$ cat config.mk
export PLATFORM = sky130hd
export DESIGN_NAME = verticalStretch
export DESIGN_NICKNAME = d
export VERILOG_FILES = /design/src/logic/stretchPkg.sv /design/src/logic/blendIf.sv /design/src/logic/verticalStretch.sv /design/src/logic/blendResult.sv /design/src/logic/blendExecute.sv /design/src/logic/lineCache.sv /design/src/logic/rowDecoder.sv
export VERILOG_INCLUDE_DIRS = /design/src /design/src/logic
export SDC_FILE = /design/constraint.sdc
export NUM_CORES = 2
export LEC_CHECK = 0
export BUFFER_PORTS_ARGS = -buffer_cell sky130_fd_sc_hd__buf_4
export CAP_MARGIN = 0
export CORE_AREA = 5 5 365 367
export CTS_CLUSTER_DIAMETER = 50
export DETAILED_ROUTE_END_ITERATION = 10
export DIE_AREA = 0 0 370 372
export PLACE_DENSITY = 0.41
export RECOVER_POWER = 50
export SYNTH_ARGS = -nofsm -noshare
export SYNTH_HDL_FRONTEND = slang
export SYNTH_SLANG_ARGS = --single-unit
$ cat constraint.sdc
create_clock -name scalerClock -period 6.29 [get_ports scalerClock]
set_input_delay 0.9435 -clock scalerClock [delete_from_list [all_inputs] [get_ports scalerClock]]
set_output_delay 0.9435 -clock scalerClock [all_outputs]
set_load 0.01 [all_outputs]
$ cat src/logic/stretch_config.svh
// Width and line length macros for the vertical stretch filter

`ifndef STRETCH_CONFIG_SVH
`define STRETCH_CONFIG_SVH

// Width of a row number
`define STRETCH_ROW_BITS 11

// Fraction bits of the shrink factor and of a source position
`define STRETCH_FRACTION_BITS 6

// Pixels per row, with a column index wide enough to address them
`define STRETCH_LINE_WIDTH 16
`define STRETCH_COLUMN_BITS 4

`endif
$ cat src/logic/stretchPkg.sv
// Vector types and the decoder state encoding shared by the stretch filter

`include "stretch_config.svh"

package stretchPkg;

    // Red in the top 5 bits, green in the middle 6, blue in the low 5
    typedef logic [15:0] rgb565T;

    typedef logic [`STRETCH_ROW_BITS-1:0] rowT;
    typedef logic [`STRETCH_COLUMN_BITS-1:0] columnT;
    typedef logic [`STRETCH_FRACTION_BITS-1:0] fractionT;

    // One extra whole bit, so 64 stands for 1.0
    typedef logic [`STRETCH_FRACTION_BITS:0] scaleT;

    typedef logic [`STRETCH_ROW_BITS+`STRETCH_FRACTION_BITS-1:0] coordT;

    // A 6-bit color component times a coefficient
    typedef logic [`STRETCH_FRACTION_BITS+5:0] weightT;

    typedef enum logic [2:0] {
        decodeIdle,
        decodeMap,
        decodeCheck,
        decodeFetch,
        decodeWait,
        decodeBlend
    } decodeStateT;

endpackage

$ cat src/logic/blendIf.sv
// Blend control and weight bus between the row decoder and the blend pipeline

`timescale 1ns/1ns

interface blendIf;

    logic blendStart;
    stretchPkg::fractionT blendFraction;
    logic upperInCacheA;
    logic advance;
    logic weightsValid;
    stretchPkg::weightT upperRed;
    stretchPkg::weightT upperGreen;
    stretchPkg::weightT upperBlue;
    stretchPkg::weightT lowerRed;
    stretchPkg::weightT lowerGreen;
    stretchPkg::weightT lowerBlue;
    logic rowDone;

    modport decoder (output blendStart, blendFraction, upperInCacheA, input rowDone);

    modport execute (input blendStart, blendFraction, upperInCacheA, advance,
                     output weightsValid, upperRed, upperGreen, upperBlue,
                     lowerRed, lowerGreen, lowerBlue);

    modport result (output advance, rowDone,
                    input weightsValid, upperRed, upperGreen, upperBlue,
                    lowerRed, lowerGreen, lowerBlue);

endinterface

$ cat src/logic/verticalStretch.sv
// Vertical stretch filter top level: row decoder, line cache and blend pipeline

`timescale 1ns/1ns

module verticalStretch (
    input logic scalerClock,
    input logic reset,
    input stretchPkg::scaleT vShrinkFactor,
    input logic rowRequest,
    input stretchPkg::rowT requestedRow,
    output logic busy,
    output logic upstreamRowRequest,
    output stretchPkg::rowT upstreamRequestRow,
    input logic upstreamPixelValid,
    input stretchPkg::rgb565T upstreamPixelData,
    output logic downstreamPixelValid,
    output stretchPkg::rgb565T downstreamPixelData,
    input logic downstreamFull
);

    logic fillStart;
    logic fillIntoB;
    logic fillDone;
    stretchPkg::columnT readColumn;
    stretchPkg::rgb565T readDataA;
    stretchPkg::rgb565T readDataB;

    blendIf blendBus ();

    rowDecoder decoder (
        .scalerClock(scalerClock), .reset(reset), .vShrinkFactor(vShrinkFactor),
        .rowRequest(rowRequest), .requestedRow(requestedRow), .busy(busy),
        .upstreamRowRequest(upstreamRowRequest), .upstreamRequestRow(upstreamRequestRow),
        .fillStart(fillStart), .fillIntoB(fillIntoB), .fillDone(fillDone),
        .blend(blendBus.decoder)
    );

    lineCache cache (
        .scalerClock(scalerClock), .reset(reset), .fillStart(fillStart),
        .fillIntoB(fillIntoB), .upstreamPixelValid(upstreamPixelValid),
        .upstreamPixelData(upstreamPixelData), .fillDone(fillDone),
        .readColumn(readColumn), .readDataA(readDataA), .readDataB(readDataB)
    );

    blendExecute execute (
        .scalerClock(scalerClock), .reset(reset), .blend(blendBus.execute),
        .readColumn(readColumn), .readDataA(readDataA), .readDataB(readDataB)
    );

    blendResult result (
        .scalerClock(scalerClock), .reset(reset), .blend(blendBus.result),
        .downstreamFull(downstreamFull), .downstreamPixelValid(downstreamPixelValid),
        .downstreamPixelData(downstreamPixelData)
    );

endmodule

$ cat src/logic/blendResult.sv
// Weight summing, 5-6-5 packing, output hold under back-pressure and row completion

`timescale 1ns/1ns
`include "stretch_config.svh"

module blendResult (
    input logic scalerClock,
    input logic reset,
    blendIf.result blend,
    input logic downstreamFull,
    output logic downstreamPixelValid,
    output stretchPkg::rgb565T downstreamPixelData
);

    logic outValid;
    stretchPkg::columnT outCount;
    logic [5:0] redSum;
    logic [5:0] greenSum;
    logic [5:0] blueSum;

    // Coefficients add up to at most 1.0, so the sum fits and the top six bits are the color
    function automatic logic [5:0] componentSum(stretchPkg::weightT upper,
                                                stretchPkg::weightT lower);
        stretchPkg::weightT sum;
        sum = upper + lower;
        return sum[$bits(sum)-1:`STRETCH_FRACTION_BITS];
    endfunction

    assign redSum = componentSum(blend.upperRed, blend.lowerRed);
    assign greenSum = componentSum(blend.upperGreen, blend.lowerGreen);
    assign blueSum = componentSum(blend.upperBlue, blend.lowerBlue);

    assign blend.advance = !downstreamFull;
    assign downstreamPixelValid = outValid && !downstreamFull;
    assign blend.rowDone = downstreamPixelValid
        && (outCount == stretchPkg::columnT'(`STRETCH_LINE_WIDTH - 1));

    always_ff @(posedge scalerClock or posedge reset) begin
        if (reset) begin
            outValid <= 1'b0;
            outCount <= '0;
        end else if (blend.advance) begin
            outValid <= blend.weightsValid;
            if (downstreamPixelValid) begin
                outCount <= blend.rowDone ? '0 : stretchPkg::columnT'(outCount + 1'b1);
            end
        end
    end

    always_ff @(posedge scalerClock) begin
        if (blend.advance) begin
            downstreamPixelData <= {redSum[4:0], greenSum, blueSum[4:0]};
        end
    end

endmodule

$ cat src/logic/blendExecute.sv
// Column issue, cache read, color selection and weight multiplication

`timescale 1ns/1ns
`include "stretch_config.svh"

module blendExecute (
    input logic scalerClock,
    input logic reset,
    blendIf.execute blend,
    output stretchPkg::columnT readColumn,
    input stretchPkg::rgb565T readDataA,
    input stretchPkg::rgb565T readDataB
);

    stretchPkg::columnT column;
    logic active;
    logic readValid;
    logic selectValid;
    stretchPkg::rgb565T upperPixel;
    stretchPkg::rgb565T lowerPixel;
    stretchPkg::scaleT upperCoeff;
    stretchPkg::scaleT lowerCoeff;

    // While stalled, re-read the column already in the read stage so its data holds
    assign readColumn = blend.advance ? column : stretchPkg::columnT'(column - 1'b1);

    always_ff @(posedge scalerClock or posedge reset) begin
        if (reset) begin
            column <= '0;
            active <= 1'b0;
            readValid <= 1'b0;
            selectValid <= 1'b0;
            blend.weightsValid <= 1'b0;
        end else if (blend.blendStart) begin
            column <= '0;
            active <= 1'b1;
        end else if (blend.advance) begin
            readValid <= active;
            selectValid <= readValid;
            blend.weightsValid <= selectValid;
            if (active) begin
                column <= column + 1'b1;
                active <= (column != stretchPkg::columnT'(`STRETCH_LINE_WIDTH - 1));
            end
        end
    end

    always_ff @(posedge scalerClock) begin
        if (blend.advance) begin
            upperPixel <= blend.upperInCacheA ? readDataA : readDataB;
            lowerPixel <= blend.upperInCacheA ? readDataB : readDataA;
            if (blend.blendFraction == '0) begin
                upperCoeff <= stretchPkg::scaleT'(1) << `STRETCH_FRACTION_BITS;
                lowerCoeff <= '0;
            end else begin
                upperCoeff <= {1'b0, ~blend.blendFraction};
                lowerCoeff <= {1'b0, blend.blendFraction};
            end
            // Red and blue are widened to six bits like green
            blend.upperRed <= stretchPkg::weightT'({1'b0, upperPixel[15:11]} * upperCoeff);
            blend.upperGreen <= stretchPkg::weightT'(upperPixel[10:5] * upperCoeff);
            blend.upperBlue <= stretchPkg::weightT'({1'b0, upperPixel[4:0]} * upperCoeff);
            blend.lowerRed <= stretchPkg::weightT'({1'b0, lowerPixel[15:11]} * lowerCoeff);
            blend.lowerGreen <= stretchPkg::weightT'(lowerPixel[10:5] * lowerCoeff);
            blend.lowerBlue <= stretchPkg::weightT'({1'b0, lowerPixel[4:0]} * lowerCoeff);
        end
    end

    // A new row starts only after the previous one has issued every column
    noStartWhileActive: assert property (@(posedge scalerClock) disable iff (reset)
        blend.blendStart |-> !active);

endmodule

$ cat src/logic/lineCache.sv
// Two line caches with a fill column counter and a registered read port

`timescale 1ns/1ns
`include "stretch_config.svh"

module lineCache (
    input logic scalerClock,
    input logic reset,
    input logic fillStart,
    input logic fillIntoB,
    input logic upstreamPixelValid,
    input stretchPkg::rgb565T upstreamPixelData,
    output logic fillDone,
    input stretchPkg::columnT readColumn,
    output stretchPkg::rgb565T readDataA,
    output stretchPkg::rgb565T readDataB
);

    stretchPkg::rgb565T memoryA [`STRETCH_LINE_WIDTH];
    stretchPkg::rgb565T memoryB [`STRETCH_LINE_WIDTH];
    stretchPkg::columnT fillColumn;
    logic filling;
    logic fillTargetB;
    logic writeEnable;
    logic lastColumn;

    assign writeEnable = upstreamPixelValid && filling;
    assign lastColumn = (fillColumn == stretchPkg::columnT'(`STRETCH_LINE_WIDTH - 1));

    // Done in the same cycle as the final write
    assign fillDone = writeEnable && lastColumn;

    always_ff @(posedge scalerClock or posedge reset) begin
        if (reset) begin
            filling <= 1'b0;
            fillColumn <= '0;
            fillTargetB <= 1'b0;
        end else if (fillStart) begin
            filling <= 1'b1;
            fillColumn <= '0;
            fillTargetB <= fillIntoB;
        end else if (writeEnable) begin
            if (lastColumn) begin
                filling <= 1'b0;
            end
            fillColumn <= fillColumn + 1'b1;
        end
    end

    always_ff @(posedge scalerClock) begin
        if (writeEnable && !fillTargetB) begin
            memoryA[fillColumn] <= upstreamPixelData;
        end
        if (writeEnable && fillTargetB) begin
            memoryB[fillColumn] <= upstreamPixelData;
        end
        readDataA <= memoryA[readColumn];
        readDataB <= memoryB[readColumn];
    end

    // The upstream side only sends pixels for a requested row
    pixelOnlyDuringFill: assert property (@(posedge scalerClock) disable iff (reset)
        upstreamPixelValid |-> filling);

endmodule

$ cat src/logic/rowDecoder.sv
// Row request decoder: source row mapping, cache tags, row fetches and blend start

`timescale 1ns/1ns
`include "stretch_config.svh"

module rowDecoder (
    input logic scalerClock,
    input logic reset,
    input stretchPkg::scaleT vShrinkFactor,
    input logic rowRequest,
    input stretchPkg::rowT requestedRow,
    output logic busy,
    output logic upstreamRowRequest,
    output stretchPkg::rowT upstreamRequestRow,
    output logic fillStart,
    output logic fillIntoB,
    input logic fillDone,
    blendIf.decoder blend
);

    stretchPkg::decodeStateT state;
    stretchPkg::rowT latchedRow;
    stretchPkg::rowT upperRow;
    stretchPkg::rowT lowerRow;
    stretchPkg::fractionT fraction;
    stretchPkg::rowT tagA;
    stretchPkg::rowT tagB;
    logic bIsOlder;
    stretchPkg::coordT sourceCoord;
    logic upperHit;
    logic lowerHit;
    stretchPkg::rowT missRow;
    stretchPkg::rowT otherRow;
    logic victimB;

    // Scaled row, centered by half the factor, minus half a row when shrinking
    assign sourceCoord = stretchPkg::coordT'(latchedRow * vShrinkFactor)
        + stretchPkg::coordT'(vShrinkFactor >> 1)
        - (vShrinkFactor[`STRETCH_FRACTION_BITS]
            ? stretchPkg::coordT'(1) << (`STRETCH_FRACTION_BITS - 1)
            : stretchPkg::coordT'(0));

    assign upperHit = (tagA == upperRow) || (tagB == upperRow);
    assign lowerHit = (tagA == lowerRow) || (tagB == lowerRow);
    assign missRow = upperHit ? lowerRow : upperRow;
    assign otherRow = upperHit ? upperRow : lowerRow;

    // The older cache is the victim unless it holds the other row this request needs
    assign victimB = bIsOlder ? (tagB != otherRow) : (tagA == otherRow);

    assign busy = (state != stretchPkg::decodeIdle);
    assign upstreamRowRequest = (state == stretchPkg::decodeFetch);
    assign fillStart = (state == stretchPkg::decodeFetch);
    assign blend.blendFraction = fraction;

    always_ff @(posedge scalerClock or posedge reset) begin
        if (reset) begin
            state <= stretchPkg::decodeIdle;
            tagA <= '1;
            tagB <= '1;
            bIsOlder <= 1'b0;
            blend.blendStart <= 1'b0;
            blend.upperInCacheA <= 1'b0;
        end else begin
            blend.blendStart <= 1'b0;
            case (state)
                stretchPkg::decodeIdle: begin
                    if (rowRequest) begin
                        latchedRow <= requestedRow;
                        state <= stretchPkg::decodeMap;
                    end
                end
                stretchPkg::decodeMap: begin
                    upperRow <= sourceCoord[$bits(sourceCoord)-1:`STRETCH_FRACTION_BITS];
                    fraction <= sourceCoord[`STRETCH_FRACTION_BITS-1:0];
                    lowerRow <= sourceCoord[$bits(sourceCoord)-1:`STRETCH_FRACTION_BITS]
                        + stretchPkg::rowT'(|sourceCoord[`STRETCH_FRACTION_BITS-1:0]);
                    state <= stretchPkg::decodeCheck;
                end
                stretchPkg::decodeCheck: begin
                    if (upperHit && lowerHit) begin
                        blend.blendStart <= 1'b1;
                        blend.upperInCacheA <= (tagA == upperRow);
                        state <= stretchPkg::decodeBlend;
                    end else begin
                        upstreamRequestRow <= missRow;
                        fillIntoB <= victimB;
                        state <= stretchPkg::decodeFetch;
                    end
                end
                stretchPkg::decodeFetch: begin
                    // The freshly claimed cache becomes the newer one
                    if (fillIntoB) begin
                        tagB <= upstreamRequestRow;
                        bIsOlder <= 1'b0;
                    end else begin
                        tagA <= upstreamRequestRow;
                        bIsOlder <= 1'b1;
                    end
                    state <= stretchPkg::decodeWait;
                end
                stretchPkg::decodeWait: begin
                    if (fillDone) begin
                        state <= stretchPkg::decodeCheck;
                    end
                end
                stretchPkg::decodeBlend: begin
                    if (blend.rowDone) begin
                        state <= stretchPkg::decodeIdle;
                    end
                end
                default: state <= stretchPkg::decodeIdle;
            endcase
        end
    end

    // Requests are handled one at a time
    noRequestWhileBusy: assert property (@(posedge scalerClock) disable iff (reset)
        busy |-> !rowRequest);

endmodule

==> impl_results.md <==
- Status: finished, violations left
- Failing checks: capacitance limit, slew limit
- Crit path arrival time: 5730 ps
- Setup Buffers After CTS: 0
- PortBufs: 68
- Max-Slew Margin vs Limit: -26.4%
- Mapped Nets: around 2.9k
- GR Layer Usage met2: between 20% and 30%
- CP Buf/Inv Count: 3
- Via count: around 20k
- Synth cell types: 62
- Cell count of the worst reg-to-reg path: 17
- Fmax: ~190 MHz
- Main synth FF type: edfxtp_1
- Worst R2R Setup Slack: 990 ps
- Pleak: between 15 and 20 nW
- CTS clk-pin slew, worst paths: 50 ps
- Yosys warnings: 0
- Vias in the first global route: roughly 22k
- Antenna violations before repair: 5
- Layout net count: 3,018
- Min-delay src: requestedRow[5]
- Commonest cells after routing, fill and taps aside: 692 x edfxtp_1, 256 x inv_1, 196 x ha_1
- Ys async rst share: under 10%
- Maximum VDD drop: between 300 and 400 uV
- CP required: around 6700 ps
- Crit Reg-Reg Endpoint: decoder.lowerRow[10]
- Placeable core region: 129,000 um2
- GRT Overall Usage: between 10% and 20%
- Final worst path period share: between 80% and 90%
- Initial Utilization: between 20 and 30%
- Remaining routing DRC violations: 0
- Proportion of layout cells with a drive suffix above 1: between 10% and 20%
- First-pass DRT Iterations: 4
- Fillers: ~13k
- Tmin final: between 5000 and 6000 ps
- Slew Viols, Final: about 150
- Flip-flop and latch count after synthesis: around 770
- Clk sinks: approximately 770
- Worst Hold Class: in2reg
- Most common library cell in the layout ignoring fill and taps: edfxtp_1
- Antenna Nets Post-Route: 0
- Slowest cell delay on critical path: between 500 and 600 ps
- Critical Path Start Type: register
- Worst Hold Depth: 1
- Root Driver: clkbuf_16
- Most frequent CP cell: fa_1
- EDFF count, synth: 692
- Critical path peak fanout: 7
- Sequential area share after synthesis: 58.8%
- Pin slew with the least headroom to its limit: around 1900 ps
- Die span in y: approximately 370 um
- Largest delay share family, worst path: adder cells
- Gr busiest metal: met2
- Clock Latency Late Sink: between 700 and 800 ps
- Power per standard cell area: between 400 and 500 nW/um2
- First-pass GRT wire length: around 140,000 um
- Grt met1 use: 17.7%
- Htree depth: 3
- Total congestion overflow: 0
- Die X-Extent: between 300 and 400 um
- Synthesized cell area: ~38,000 um2
- RSZ-0062 raised after global routing: no
- Clock buffer depth: 3
- Worst setup EP type: register
- Slowest cell on crit path: fa_1
- RePlAce Congestion: 0.788
- Per-cell routed wire length: between 20 and 25 um
- Area Overhead vs Synth: 17.1%
- Final hold viol count: 0
- R2r startpoint: decoder.latchedRow[4]
- Num rows: 132
- Synthesized instance count: 2,501
- Final wirelength: 91,100 um
- CTS resizes: 0
- Io pins: 69
- Detailed Route Iter0 Violations: around 1.2k
- Setup TNS: 0 ps
- Hold-fix buffers at CTS: 0
- Critical path, cell by cell: nand2_1 > fa_1 > inv_1 > fa_1 > fa_1 > inv_1 > fa_1 > inv_1 > fa_1 > a21oi_1 > o2111ai_1 > a21oi_1 > xnor2_1 > nor3b_1 > nand4_1 > nand3b_1 > xnor2_1
- Clk_skew: just under 70 ps
- Via density: about 4.5
- CTS buffer count: roughly 110
- WS Path Type: reg2reg
- Placed insts: approximately 4.3k
- Fin cells: 4,482
- Grt met3 use: between 2 and 2.5%
- Final setup viols: 0
- Max-Cap Viols: 6
- Hpwl dp: just under 60,000 um
- CTS tree: yes
- Min-Delay Endpoint: decoder.latchedRow[5]
- Largest net degree at the start of global routing: ~130
- Mapped Avg Cell Area: approximately 15 um2
- DIE AREA: about 140,000 um2
==> metrics by stage <==
| stage | worst slack, ps | hold slack [ps] | utilization (%) | total power, mW | instance area, um2 |
|---|---|---|---|---|---|
| 5_1_grt | 661 | 365 | 34.9 | 20.9 | 45000 |
| 6_report | 993 | 432 | 34.9 | 19.5 | 45100 |
| 3_5_place_dp | 470 | 490 | 32.0 | 13.4 | 41300 |
| 2_1_floorplan | 686 | 451 | - | 11.6 | 38500 |
| 4_1_cts | 985 | 328 | 35.0 | 19.9 | 45100 |
| 3_3_place_gp | 455 | 471 | 32.0 | 13.4 | 41300 |
==> layer usage <==
| metal | vias to the layer above | share of wire, % |
|---|---|---|
| li1 | 9376 | - |
| met1 | 10500 | 45 |
| met2 | 288 | 49 |
| met3 | 124 | 3.4 |
| met4 | 4 | 2.1 |
| met5 | - | 0.027 |
==> registers in the layout, summed over array words and instances (netlist names), 12 cells and up <==
signal	count
cache.memoryA	256
cache.memoryB	256
cache.readDataA	16
cache.readDataB	16
execute.lowerPixel	16
execute.upperPixel	16
result.downstreamPixelData	16
execute.blend.lowerGreen	12
execute.blend.upperGreen	12
==> where the power goes <==
part	internal, mW	total [mW]	switching (mW)
logic	2.55	5.94	3.39
registers	6.75	7.33	0.582
clock network	3.78	6.25	2.47
==> logic make-up after synthesis <==
kind of cell,Yosys count,share of synthesized area [%]
fa+ha+maj,339,13.8
simple gates,503,6.30
compound gates,174,3.06
flops,771,58.8
buf+inv,336,3.30
xor+xnor,143,3.25
mux,235,11.5
==> area by class of cell <==
cell class / instances / area, um2 / share of cell area, %
Inverter: 257 / 970 / 2.15
Multi-Input combinational cell: 1394 / 14700 / 32.7
Clock inverter: 68 / 791 / 1.75
Clock buffer: 138 / 3020 / 6.70
Tap cell: 1742 / 2180 / 4.84
Sequential cell: 771 / 22600 / 50.2
Antenna cell: 5 / 12.5 / 0.0278
Timing Repair Buffer: 107 / 727 / 1.61
==> worst max path at each step <==
stage	end	slack (ps)	depth (start not counted)	from
2_1_floorplan	decoder.lowerRow[10]	690	19	vShrinkFactor[3]
3_3_place_gp	decoder.lowerRow[10]	460	18	vShrinkFactor[5]
3_5_place_dp	decoder.lowerRow[10]	470	18	vShrinkFactor[0]
4_1_cts	decoder.lowerRow[10]	990	17	decoder.latchedRow[4]
5_1_grt	decoder.lowerRow[10]	660	17	decoder.latchedRow[4]
6_report	decoder.lowerRow[10]	990	17	decoder.latchedRow[4]
==> worst reg2reg max path, cell delays in order (launching register included) <==
cell	delay [ps]
edfxtp_1	520
nand2_1	130
fa_1	520
inv_1	60
fa_1	490
fa_1	560
inv_1	50
fa_1	480
inv_1	60
fa_1	410
a21oi_1	250
o2111ai_1	190
a21oi_1	190
xnor2_1	240
nor3b_1	300
nand4_1	200
nand3b_1	230
xnor2_1	140
==> synth_stat cells (all sizes together) (4+ instances only) <==
master	number	area [um2]
fa	143	2860
nor4	9	56.3
o21a	5	37.5
edfxtp	692	20800
buf	12	53.8
a21oi	52	260
xor2	68	596
o41ai	6	71.3
dfstp	22	578
a211oi	4	30.0
o2111ai	5	43.8
and2	150	938
o22ai	7	43.8
mux2i	14	140
a21boi	4	30.0
dfrtp	25	626
nand3	12	60.1
nand4	7	43.8
nand2b	8	50.1
ha	196	2450
dfxtp	32	641
nor3	16	80.1
o21ai	21	105
nand2	189	709
mux4	160	3600
nor2	92	345
mux2	61	687
inv	257	965
xnor2	75	657
clkbuf	67	251
o21bai	27	203
a21o	16	120
o211ai	4	30.0
nor2b	5	31.3
No activity file was read; power rests on OpenSTA's default activity.
